[src/include/alu_settings.svh]
`ifndef ALU_SETTINGS_SVH
`define ALU_SETTINGS_SVH

// datapath width, one word
`define ALU_WIDTH 32

// apb byte address width
`define APB_ADDR_WIDTH 8

// register map, byte offsets
`define REG_OPA    8'h00
`define REG_OPB    8'h04
`define REG_CMD    8'h08
`define REG_RESULT 8'h0C // read only
`define REG_FLAGS  8'h10 // read only

// number of command bits kept from a REG_CMD write
`define CMD_WIDTH 3

`endif

[src/rtl/aluPkg.sv]
`include "alu_settings.svh"

package aluPkg;

  // operand and result word
  typedef logic [`ALU_WIDTH-1:0] word_t;

  typedef logic [`APB_ADDR_WIDTH-1:0] apbAddr_t;

  // command codes as seen in REG_CMD
  typedef enum logic [`CMD_WIDTH-1:0] {
    ADD  = 3'd0,
    SUB  = 3'd1,
    XOR  = 3'd2,
    SLT  = 3'd3,
    AND  = 3'd4,
    NAND = 3'd5,
    NOR  = 3'd6,
    OR   = 3'd7
  } aluCmd_t;

  // function picked inside each bit slice
  typedef enum logic [1:0] {
    OP_SUM = 2'd0,
    OP_AND = 2'd1,
    OP_OR  = 2'd2,
    OP_XOR = 2'd3
  } sliceOp_t;

  typedef struct packed {
    logic     invertA;
    logic     invertB;
    logic     carryIn; // carry into slice 0
    sliceOp_t op;
  } sliceCtrl_t;

  // bit order matches REG_FLAGS: carryOut[2], overflow[1], zero[0]
  typedef struct packed {
    logic carryOut;
    logic overflow;
    logic zero;
  } aluFlags_t;

endpackage

[src/rtl/aluApbRegs.sv]
`include "alu_settings.svh"

module aluApbRegs (
  input  logic              clk,
  input  logic              reset,
  input  logic              psel,
  input  logic              penable,
  input  logic              pwrite,
  input  aluPkg::apbAddr_t  paddr,
  input  aluPkg::word_t     pwdata,
  output aluPkg::word_t     prdata,
  output logic              pready,
  output logic              pslverr,
  input  aluPkg::word_t     result,
  input  aluPkg::aluFlags_t flags,
  output aluPkg::word_t     opA,
  output aluPkg::word_t     opB,
  output aluPkg::aluCmd_t   cmd
);

  import aluPkg::*;

  logic access;
  logic hitOpA;
  logic hitOpB;
  logic hitCmd;
  logic hitResult;
  logic hitFlags;
  logic mapped;
  logic readOnlyHit;

  assign access = psel & penable; // apb access phase

  // address decode
  assign hitOpA    = (paddr == `REG_OPA);
  assign hitOpB    = (paddr == `REG_OPB);
  assign hitCmd    = (paddr == `REG_CMD);
  assign hitResult = (paddr == `REG_RESULT);
  assign hitFlags  = (paddr == `REG_FLAGS);

  assign readOnlyHit = hitResult | hitFlags;
  assign mapped      = hitOpA | hitOpB | hitCmd | readOnlyHit;

  // no wait states
  assign pready = 1'b1;

  // unmapped address, or a write to a read-only register
  assign pslverr = access & (~mapped | (pwrite & readOnlyHit));

  // writable registers
  always_ff @(posedge clk) begin
    if (reset) begin
      opA <= '0;
      opB <= '0;
      cmd <= ADD;
    end else if (access && pwrite) begin
      if (hitOpA) begin
        opA <= pwdata;
      end
      if (hitOpB) begin
        opB <= pwdata;
      end
      if (hitCmd) begin
        cmd <= aluCmd_t'(pwdata[`CMD_WIDTH-1:0]); // upper bits dropped
      end
    end
  end

  // read mux, zero for unmapped
  always_comb begin
    prdata = '0;
    if (psel && !pwrite) begin
      if (hitOpA) begin
        prdata = opA;
      end else if (hitOpB) begin
        prdata = opB;
      end else if (hitCmd) begin
        prdata = word_t'(cmd);
      end else if (hitResult) begin
        prdata = result;
      end else if (hitFlags) begin
        prdata = {{(`ALU_WIDTH - $bits(aluFlags_t)){1'b0}}, flags};
      end
    end
  end

endmodule

[src/rtl/aluApbTop.sv]
`include "alu_settings.svh"

module aluApbTop (
  input  logic             clk,
  input  logic             reset,
  input  logic             psel,
  input  logic             penable,
  input  logic             pwrite,
  input  aluPkg::apbAddr_t paddr,
  input  aluPkg::word_t    pwdata,
  output aluPkg::word_t    prdata,
  output logic             pready,
  output logic             pslverr
);

  import aluPkg::*;

  word_t      opA;
  word_t      opB;
  aluCmd_t    cmd;
  sliceCtrl_t ctrl;
  word_t      sliceOut;
  word_t      result;
  aluFlags_t  flags;

  logic [`ALU_WIDTH:0] carry; // ripple chain, carry[i] enters slice i

  aluApbRegs u_aluApbRegs (
    .clk     (clk),
    .reset   (reset),
    .psel    (psel),
    .penable (penable),
    .pwrite  (pwrite),
    .paddr   (paddr),
    .pwdata  (pwdata),
    .prdata  (prdata),
    .pready  (pready),
    .pslverr (pslverr),
    .result  (result),
    .flags   (flags),
    .opA     (opA),
    .opB     (opB),
    .cmd     (cmd)
  );

  aluControl u_aluControl (
    .cmd  (cmd),
    .ctrl (ctrl)
  );

  assign carry[0] = ctrl.carryIn;

  for (genvar i = 0; i < `ALU_WIDTH; i++) begin : gSlice
    aluBitSlice u_aluBitSlice (
      .a        (opA[i]),
      .b        (opB[i]),
      .carryIn  (carry[i]),
      .ctrl     (ctrl),
      .out      (sliceOut[i]),
      .carryOut (carry[i+1])
    );
  end

  aluOutputStage u_aluOutputStage (
    .sliceOut     (sliceOut),
    .carryIntoMsb (carry[`ALU_WIDTH-1]),
    .carryOutMsb  (carry[`ALU_WIDTH]),
    .cmd          (cmd),
    .result       (result),
    .flags        (flags)
  );

endmodule

[src/rtl/aluBitSlice.sv]
module aluBitSlice (
  input  logic               a,
  input  logic               b,
  input  logic               carryIn,
  input  aluPkg::sliceCtrl_t ctrl,
  output logic               out,
  output logic               carryOut
);

  import aluPkg::*;

  logic aIn;
  logic bIn;
  logic halfSum;
  logic sum;

  assign aIn = a ^ ctrl.invertA; // conditional inversion
  assign bIn = b ^ ctrl.invertB;

  // full adder
  assign halfSum  = aIn ^ bIn;
  assign sum      = halfSum ^ carryIn;
  assign carryOut = (aIn & bIn) | (halfSum & carryIn);

  // per-bit function select
  always_comb begin
    case (ctrl.op)
      OP_SUM:  out = sum;
      OP_AND:  out = aIn & bIn;
      OP_OR:   out = aIn | bIn;
      OP_XOR:  out = halfSum;
      default: out = sum;
    endcase
  end

endmodule

[src/rtl/aluControl.sv]
module aluControl (
  input  aluPkg::aluCmd_t    cmd,
  output aluPkg::sliceCtrl_t ctrl
);

  import aluPkg::*;

  // command to slice control lookup
  always_comb begin
    ctrl = '0;
    case (cmd)
      ADD: begin
        ctrl.op = OP_SUM;
      end
      SUB: begin // a + ~b + 1
        ctrl.invertB = 1'b1;
        ctrl.carryIn = 1'b1;
        ctrl.op      = OP_SUM;
      end
      XOR: begin
        ctrl.op = OP_XOR;
      end
      SLT: begin
        // same subtract as SUB, output stage picks the sign
        ctrl.invertB = 1'b1;
        ctrl.carryIn = 1'b1;
        ctrl.op      = OP_SUM;
      end
      AND: begin
        ctrl.op = OP_AND;
      end
      NAND: begin // ~a | ~b
        ctrl.invertA = 1'b1;
        ctrl.invertB = 1'b1;
        ctrl.op      = OP_OR;
      end
      NOR: begin // ~a & ~b
        ctrl.invertA = 1'b1;
        ctrl.invertB = 1'b1;
        ctrl.op      = OP_AND;
      end
      OR: begin
        ctrl.op = OP_OR;
      end
      default: begin
        ctrl = '0;
      end
    endcase
  end

endmodule

[src/rtl/aluOutputStage.sv]
`include "alu_settings.svh"

module aluOutputStage (
  input  aluPkg::word_t     sliceOut,
  input  logic              carryIntoMsb,
  input  logic              carryOutMsb,
  input  aluPkg::aluCmd_t   cmd,
  output aluPkg::word_t     result,
  output aluPkg::aluFlags_t flags
);

  import aluPkg::*;

  logic overflowRaw;
  logic lessThan;
  logic isArith;

  // signed overflow of the ripple adder
  assign overflowRaw = carryIntoMsb ^ carryOutMsb;

  // sign of a-b corrected by overflow
  assign lessThan = sliceOut[`ALU_WIDTH-1] ^ overflowRaw;

  assign isArith = (cmd == ADD) || (cmd == SUB);

  always_comb begin
    if (cmd == SLT) begin
      result = word_t'(lessThan); // slt bit in bit 0, zeros above
    end else begin
      result = sliceOut;
    end
  end

  // carry and overflow only mean something for add and sub
  assign flags.carryOut = isArith & carryOutMsb;
  assign flags.overflow = isArith & overflowRaw;
  assign flags.zero     = (result == '0);

endmodule

[config.mk]
export PLATFORM = sky130hd
export DESIGN_NAME = aluApbTop
export DESIGN_NICKNAME = d
export VERILOG_FILES = /design/src/rtl/aluPkg.sv /design/src/rtl/aluApbRegs.sv /design/src/rtl/aluApbTop.sv /design/src/rtl/aluBitSlice.sv /design/src/rtl/aluControl.sv /design/src/rtl/aluOutputStage.sv
export VERILOG_INCLUDE_DIRS = /design/src /design/src/include
export SDC_FILE = /design/constraint.sdc
export NUM_CORES = 1
export LEC_CHECK = 0
export BUFFER_PORTS_ARGS = -buffer_cell sky130_fd_sc_hd__buf_2
export CORE_MARGIN = 5
export CORE_UTILIZATION = 50
export CTS_CLUSTER_DIAMETER = 120
export CTS_CLUSTER_SIZE = 28
export DETAILED_ROUTE_END_ITERATION = 10
export PLACE_DENSITY = 0.74
export SLEW_MARGIN = 20
export SYNTH_ARGS = -nofsm -noshare
export SYNTH_HDL_FRONTEND = slang
export SYNTH_SLANG_ARGS = --single-unit
export TNS_END_PERCENT = 10
[constraint.sdc]
create_clock -name clk -period 41.1 [get_ports clk]
set_input_delay 2.055 -clock clk [delete_from_list [all_inputs] [get_ports clk]]
set_output_delay 2.055 -clock clk [all_outputs]
set_load 0.005 [all_outputs]
* Word-level counts from Yosys, hierarchy flattened
Index checks and enable logic that the tools add are counted.
** Word-level totals
- Bits in latches :: 0
- Memories :: 0
- Logic and storage cells :: 346
- Register bits :: 67
- RAM bits :: 0
- Memory bits (read-only) :: 0
** Operators by class
- Add/subtract/negate cells :: 0
- Bitwise gates (word level) :: 269
- Reductions and logical operators :: 17
- Multipliers :: 0
- Magnitude comparators :: 0
- Div/mod/pow operators :: 0
- Mux-type cells :: 43
- Equality and inequality tests :: 14
- Shift operators :: 0
** Operator list (number)
- 32-bit two-way mux :: 6
- 1-bit bitwise XOR :: 130
- 1-bit one-hot mux with 4 select lines :: 32
- 1-bit AND :: 69
- 1-bit bitwise OR :: 69
- 32-bit logical NOT :: 1
- 8-bit by 4-bit equality test with 1-bit output, second input constant :: 2
- 3-bit equality test, second input constant :: 4
- 8-bit by 3-bit equality test with 1-bit output, second input constant :: 1
- 8-bit by 5-bit equality test with 1-bit output, second input constant :: 1
- 8-bit logical NOT :: 1
- 2-bit one-hot mux with 4 select lines :: 1
- 2-bit OR reduction :: 4
- 3-bit by 2-bit equality test with 1-bit output, second input constant :: 2
- 2-bit AND reduction :: 3
- 2-bit equality test, second input constant :: 2
- 4-bit OR reduction :: 1
- 3-bit by 1-bit equality test with 1-bit output, second input constant :: 1
- 3-bit logical NOT :: 1
- 1-bit two-way mux :: 3
- 3-bit two-way mux :: 1
- 3-bit OR reduction :: 1
- 2-bit by 1-bit equality test with 1-bit output, second input constant :: 1
- 1-bit logical AND :: 2
- other kinds (4) :: 4

* Longest topological paths before layout
- Word-level depth :: 79
- Gate-level depth with buffers :: 48

* Cells and area by module
A second synthesis with hierarchy kept.
** Second synthesis, totals
- Cells, all modules :: 882
- Area total of the unflattened synthesis :: 7178.1 sq um
** By module, submodules not included
- aluBitSlice :: times used 32, cells each 12, seq. area each 0.0 sq um, area each 107.6 sq um
- aluApbRegs :: times used 1, cells each 436, seq. area each 1341.3 sq um, area each 3342.0 sq um
- aluOutputStage :: times used 1, cells each 52, seq. area each 0.0 sq um, area each 336.6 sq um
- aluControl :: times used 1, cells each 10, seq. area each 0.0 sq um, area each 56.3 sq um

* Least setup slack after synthesis
OpenSTA, ideal clock, no wires.
- Path kind :: register to output
- From :: register u_aluApbRegs.cmd[0]
- To :: output prdata[0]
- Arrival :: 17.527 ns
- Path slack :: 21.518 ns
- Stages on the path, launching flop included :: 47
- Required time :: 39.045 ns
- Path through :: dfxtp_1 buf_2 nor2b_1 buf_2 o21ai_1 inv_1 nor2_2 buf_4 xnor2_1 fa_1 inv_1 fa_1 fa_1 fa_1 fa_1 fa_1 fa_1 fa_1 [11 not listed] fa_1 fa_1 fa_1 fa_1 fa_1 fa_1 fa_1 fa_1 fa_1 fa_1 fa_1 fa_1 fa_1 o2bb2ai_1 a2111oi_0 a21oi_1 or4b_1 o41ai_2
** Between the ends
- Cells in the longest elaborated chain, start to end :: 79
- Elaborated cells between the ends (all ways) :: 320
- Those cells by class :: eq/ne (10); mux (43); bitwise (258); reduce/logical (9)
** RTL lines
- start, declared :: RTL line aluApbRegs.sv:18 : output aluPkg::aluCmd_t cmd
- start signal, assigned :: RTL line aluApbRegs.sv:64 : cmd <= aluCmd_t'(pwdata[`CMD_WIDTH-1:0]);
- 3-bit by 1-bit equality test with 1-bit output, or another cell as far along :: RTL line aluControl.sv:11 : case (cmd)
- 4-bit OR reduction (no line) or 2-bit OR reduction (tied branches)
- 1-bit two-way mux :: RTL line aluControl.sv:11
- 1-bit bitwise XOR (on tied branches) :: RTL line aluBitSlice.sv:18, aluBitSlice.sv:17
- 1-bit bitwise XOR :: RTL line aluBitSlice.sv:21 : assign halfSum = aIn ^ bIn;
- 1-bit AND :: RTL line aluBitSlice.sv:23 : assign carryOut = (aIn & bIn) | (halfSum & carryIn);
- 1-bit bitwise OR :: RTL line aluBitSlice.sv:23
- 1-bit AND :: RTL line aluBitSlice.sv:23
- [63 not listed]
- 32-bit two-way mux :: RTL line aluOutputStage.sv:27 : if (cmd == SLT) begin
- 32-bit logical NOT :: RTL line aluOutputStage.sv:37 : assign flags.zero = (result == '0);
- 3-bit two-way mux :: RTL line aluApbRegs.sv:81 : end else if (hitFlags) begin
- 32-bit two-way mux :: RTL line aluApbRegs.sv:79 : end else if (hitResult) begin
- 32-bit two-way mux * :: RTL line aluApbRegs.sv:77 : end else if (hitCmd) begin
- 32-bit two-way mux * :: RTL line aluApbRegs.sv:75 : end else if (hitOpB) begin
- 32-bit two-way mux * :: RTL line aluApbRegs.sv:73 : if (hitOpA) begin
- 32-bit two-way mux * :: RTL line aluApbRegs.sv:72 : if (psel && !pwrite) begin
- end, declared :: RTL line aluApbTop.sv:11 : output aluPkg::word_t prdata,
Every way passes the cells marked *; elsewhere a longest branch is shown, timed or not.

* Worst setup path in the final report
- From :: register u_aluApbRegs.cmd[1]
- To :: output prdata[0]
** Between the ends
- Cells in the longest elaborated chain, start to end :: 79
- Elaborated cells between the ends (all ways) :: 320
- Those cells by class :: eq/ne (10); mux (43); bitwise (258); reduce/logical (9)
** RTL lines (RTL line)
- 3-bit by 1-bit equality test with 1-bit output, or another cell as far along :: aluControl.sv:11
- 4-bit OR reduction (no line) or 2-bit OR reduction (tied branches)
- 1-bit two-way mux :: aluControl.sv:11
- 1-bit bitwise XOR (on tied branches) :: aluBitSlice.sv:18, aluBitSlice.sv:17
- 1-bit bitwise XOR :: aluBitSlice.sv:21
- 1-bit AND :: aluBitSlice.sv:23
- 1-bit bitwise OR :: aluBitSlice.sv:23
- 1-bit AND :: aluBitSlice.sv:23
- [63 not listed]
- 32-bit two-way mux * :: aluOutputStage.sv:27
- 32-bit logical NOT :: aluOutputStage.sv:37
- 3-bit two-way mux :: aluApbRegs.sv:81
- 32-bit two-way mux * :: aluApbRegs.sv:79
- 32-bit two-way mux * :: aluApbRegs.sv:77
- 32-bit two-way mux * :: aluApbRegs.sv:75
- 32-bit two-way mux * :: aluApbRegs.sv:73
- 32-bit two-way mux * :: aluApbRegs.sv:72
Marks and branches as above.

==> results.cfg <==
[status]
status = complete, no violations

[worst_setup_path]
reg2regPathDepth = 3
r2r_slack_ns = 39.81
regToRegEndpoint = u_aluApbRegs.cmd[2]$_SDFFE_PP0P_
arrival_ns = 19.30
cp-end-kind = output pin
max_stage_delay_ns = 0.55
rr_startpoint = u_aluApbRegs.cmd[2]$_SDFFE_PP0P_
critPathSlowestCell = fa_1
crit_type = reg2out
cp_max_fo = 48
cp-start-kind = register
cp_common_cell = fa_1
required_ns = 39.04

[timing]
whs_ns = 0.482
worst_pin_slew_ns = 0.887
finalHoldViolCount = 0
maxSlewViolCount = 0
fin_tns_setup_ns = 0
period_minus_slack_ns = 21.35
timing.slew.headroom = 0.407
skew_ns = 0
rsz0062_at_grt = false
finalCritPeriodShare = 0.520
setup_viol = 0
fmax_mhz = 46.8

[layout]
nNetsFinal = 1101
final_cell_mix = nand2_1 (148), a21oi_1 (102), xnor2_1 (81), buf_2 (77), dfxtp_1 (66)
utilization = 0.551
antennaDiodeCount = 0
area_delta_synth_final_pct = 9.64
layout_commonest_cell = nand2_1
drive_above_1_share = 0.139

[logic_synthesis]
synth-seq-area-share = 0.186
ys_async_sr_fraction = 0
ys_warn_count = 0
synth_xor_area_frac = 0.121
synth_compound_area_frac = 0.221
netlist_top_cells_area = dfxtp_1 (19%), ha_1 (11%), xnor2_1 (9.8%)
synth.area.mux_share = 0.0128
synth_top_family_by_area = compound AO/OA/AOI/OAI gates
synth_edf_count = 0
syn_inst = 934
synth.avg_cell_area_um2 = 7.73
synth_seq_cells = 67
synth_fp_nets = 1075
synth_area_leader_cell = dfxtp_1
syn_area_um2 = 7220
ys.flop_type = dfxtp_1
synth_cell_types = 59
yosys.area_share.adder = 0.200
synth-simple-area-share = 0.174
yosysTopAreaCellShare = 0.186

[floorplan]
rows = 44
die_height_um = 130
die_area_um2 = 16900
die_w_um = 130
core_um2 = 14400
io_pins = 79
start_util = 0.502

[drt]
vias = 6795
drtIter0Drc = 606
drt-pass1-iter-count = 5
remaining_drc_errors = 0
antenna_left = 0
wire_per_inst_um = 17.8
viasPerCell = 5.91
wirelength_um = 20500

[placed_design]
gp_congestion = 0.973
port_buffers = 77
dp_hpwl_um = 14000

[cts]
clk_pin_slew_ns = 0.05
cts.htree.levels = 3
cts_tree = yes
cts_buffer_depth = 2
cts_buffers = 9
hold_buffers = 0
clock-root-buffer = clkbuf_16
clock_latency_ns = 0.35
post-cts-setup-buffer-count = 0
cts_resized = 0
cts.sinks = 67

[worst_hold_path]
min_to = u_aluApbRegs.opA[18]$_SDFFE_PP0P_
hp-class = reg2reg
hold_path_depth = 2
min-delay-start = u_aluApbRegs.opA[18]$_SDFFE_PP0P_

[pwr]
vdd_drop_max_v = 0.0000202
powerDensity_nw_per_um2 = 20.2
p_clk_frac = 0.543
p_seq_frac = 0.406
sw_frac_of_total = 0.224
internal-power_mw = 0.124
pwr-share-comb = 0.051
p_sw_mw = 0.0359
p_leak_nw = 2.90

[grt]
grt.overflow.total = 0
antenna_found_initial = 0
grt_pass1_vias = 6520
grt_pass1_wl_um = 33300
track_usage = 0.245
grt_max_degree = 80

[job]
drv_cap = 0
sequential cells by signal, summed over array words and instances, names as in the netlist:
signal            flops
u_aluApbRegs.opA     32
u_aluApbRegs.opB     32
u_aluApbRegs.cmd      3
worst max-delay path, delay by kind of cell (launching register included):
kind,cells,cell delay (ns)
compound gates,5,1.30
xor+xnor,1,0.20
fa+ha+maj,31,14.67
buf+inv,5,1.66
flops,1,0.30
simple gates,3,0.79
power by group through the flow:
stage          logic, mW  clock network [mW]  registers (mW)
2_1_floorplan    0.00408                   0          0.0664
3_3_place_gp     0.00787                   0          0.0664
3_5_place_dp     0.00789                   0          0.0664
4_1_cts          0.00801              0.0884          0.0650
5_1_grt          0.00881              0.0919          0.0650
6_report         0.00814              0.0868          0.0650
cells in the mapped netlist (4+ instances only):
master	n
clkbuf_1	33
buf_6	4
dfxtp_1	67
nand3_1	17
a21oi_1	102
ha_1	64
o21ai_0	32
a31oi_1	7
o221a_2	16
nor3_1	4
or4_1	6
o22ai_1	4
nand2b_1	21
buf_1	5
o2111ai_1	4
a22oi_1	5
a211oi_1	42
xor2_1	16
mux2i_1	7
fa_1	32
nor2b_1	5
inv_1	58
nand2_1	148
buf_4	10
xnor2_1	81
nor2_1	59
a311oi_1	4
a32oi_1	6
nand4_1	5
buf_2	24
area by class of cell:
class                      count  area (µm²)
inverter                      60         225
fill                        1373        6460
sequential                    67        1340
timing repair buffer          91         490
multi-input combinational    731        5290
clock inverter                 4        72.6
clock buffer                  12         256
tap                          184         230
routing by layer:
layer	track usage	share of wire	vias up	wire, µm
li1	-	-	3240	-
met1	0.331	0.44	3268	9050
met2	0.400	0.47	253	9650
met3	0.0446	0.067	34	1380
met4	0.0764	0.019	0	380
met5	0	0	-	0
how the worst max path moves through the flow:
stage / start / end / cells after the start
2_1_floorplan: u_aluApbRegs.cmd[0]$_SDFFE_PP0P_ / prdata[0] / 46
5_1_grt: u_aluApbRegs.cmd[1]$_SDFFE_PP0P_ / prdata[0] / 45
4_1_cts: u_aluApbRegs.cmd[1]$_SDFFE_PP0P_ / prdata[0] / 45
3_3_place_gp: u_aluApbRegs.cmd[1]$_SDFFE_PP0P_ / prdata[0] / 45
6_report: u_aluApbRegs.cmd[1]$_SDFFE_PP0P_ / prdata[0] / 45
3_5_place_dp: u_aluApbRegs.cmd[1]$_SDFFE_PP0P_ / prdata[0] / 45
cells by family after synthesis:
group / Yosys count
compound gates: 245
xor+xnor: 98
fa+ha+maj: 96
buf+inv: 136
flops: 67
mux: 8
other cells: 1
simple gates: 283
through the flow:
step / power, mW / instance area [µm²] / setup WS, ns / std cells
4_1_cts: 0.161 / 7910 / 19.71 / 1149
6_report: 0.160 / 7910 / 19.75 / 1149
5_1_grt: 0.166 / 7910 / 19.05 / 1149
3_3_place_gp: 0.0743 / 7580 / 20.46 / 1133
3_5_place_dp: 0.0743 / 7580 / 20.14 / 1133
2_1_floorplan: 0.0705 / 7220 / 21.52 / 934
No activity file was read; power rests on OpenSTA's default activity.
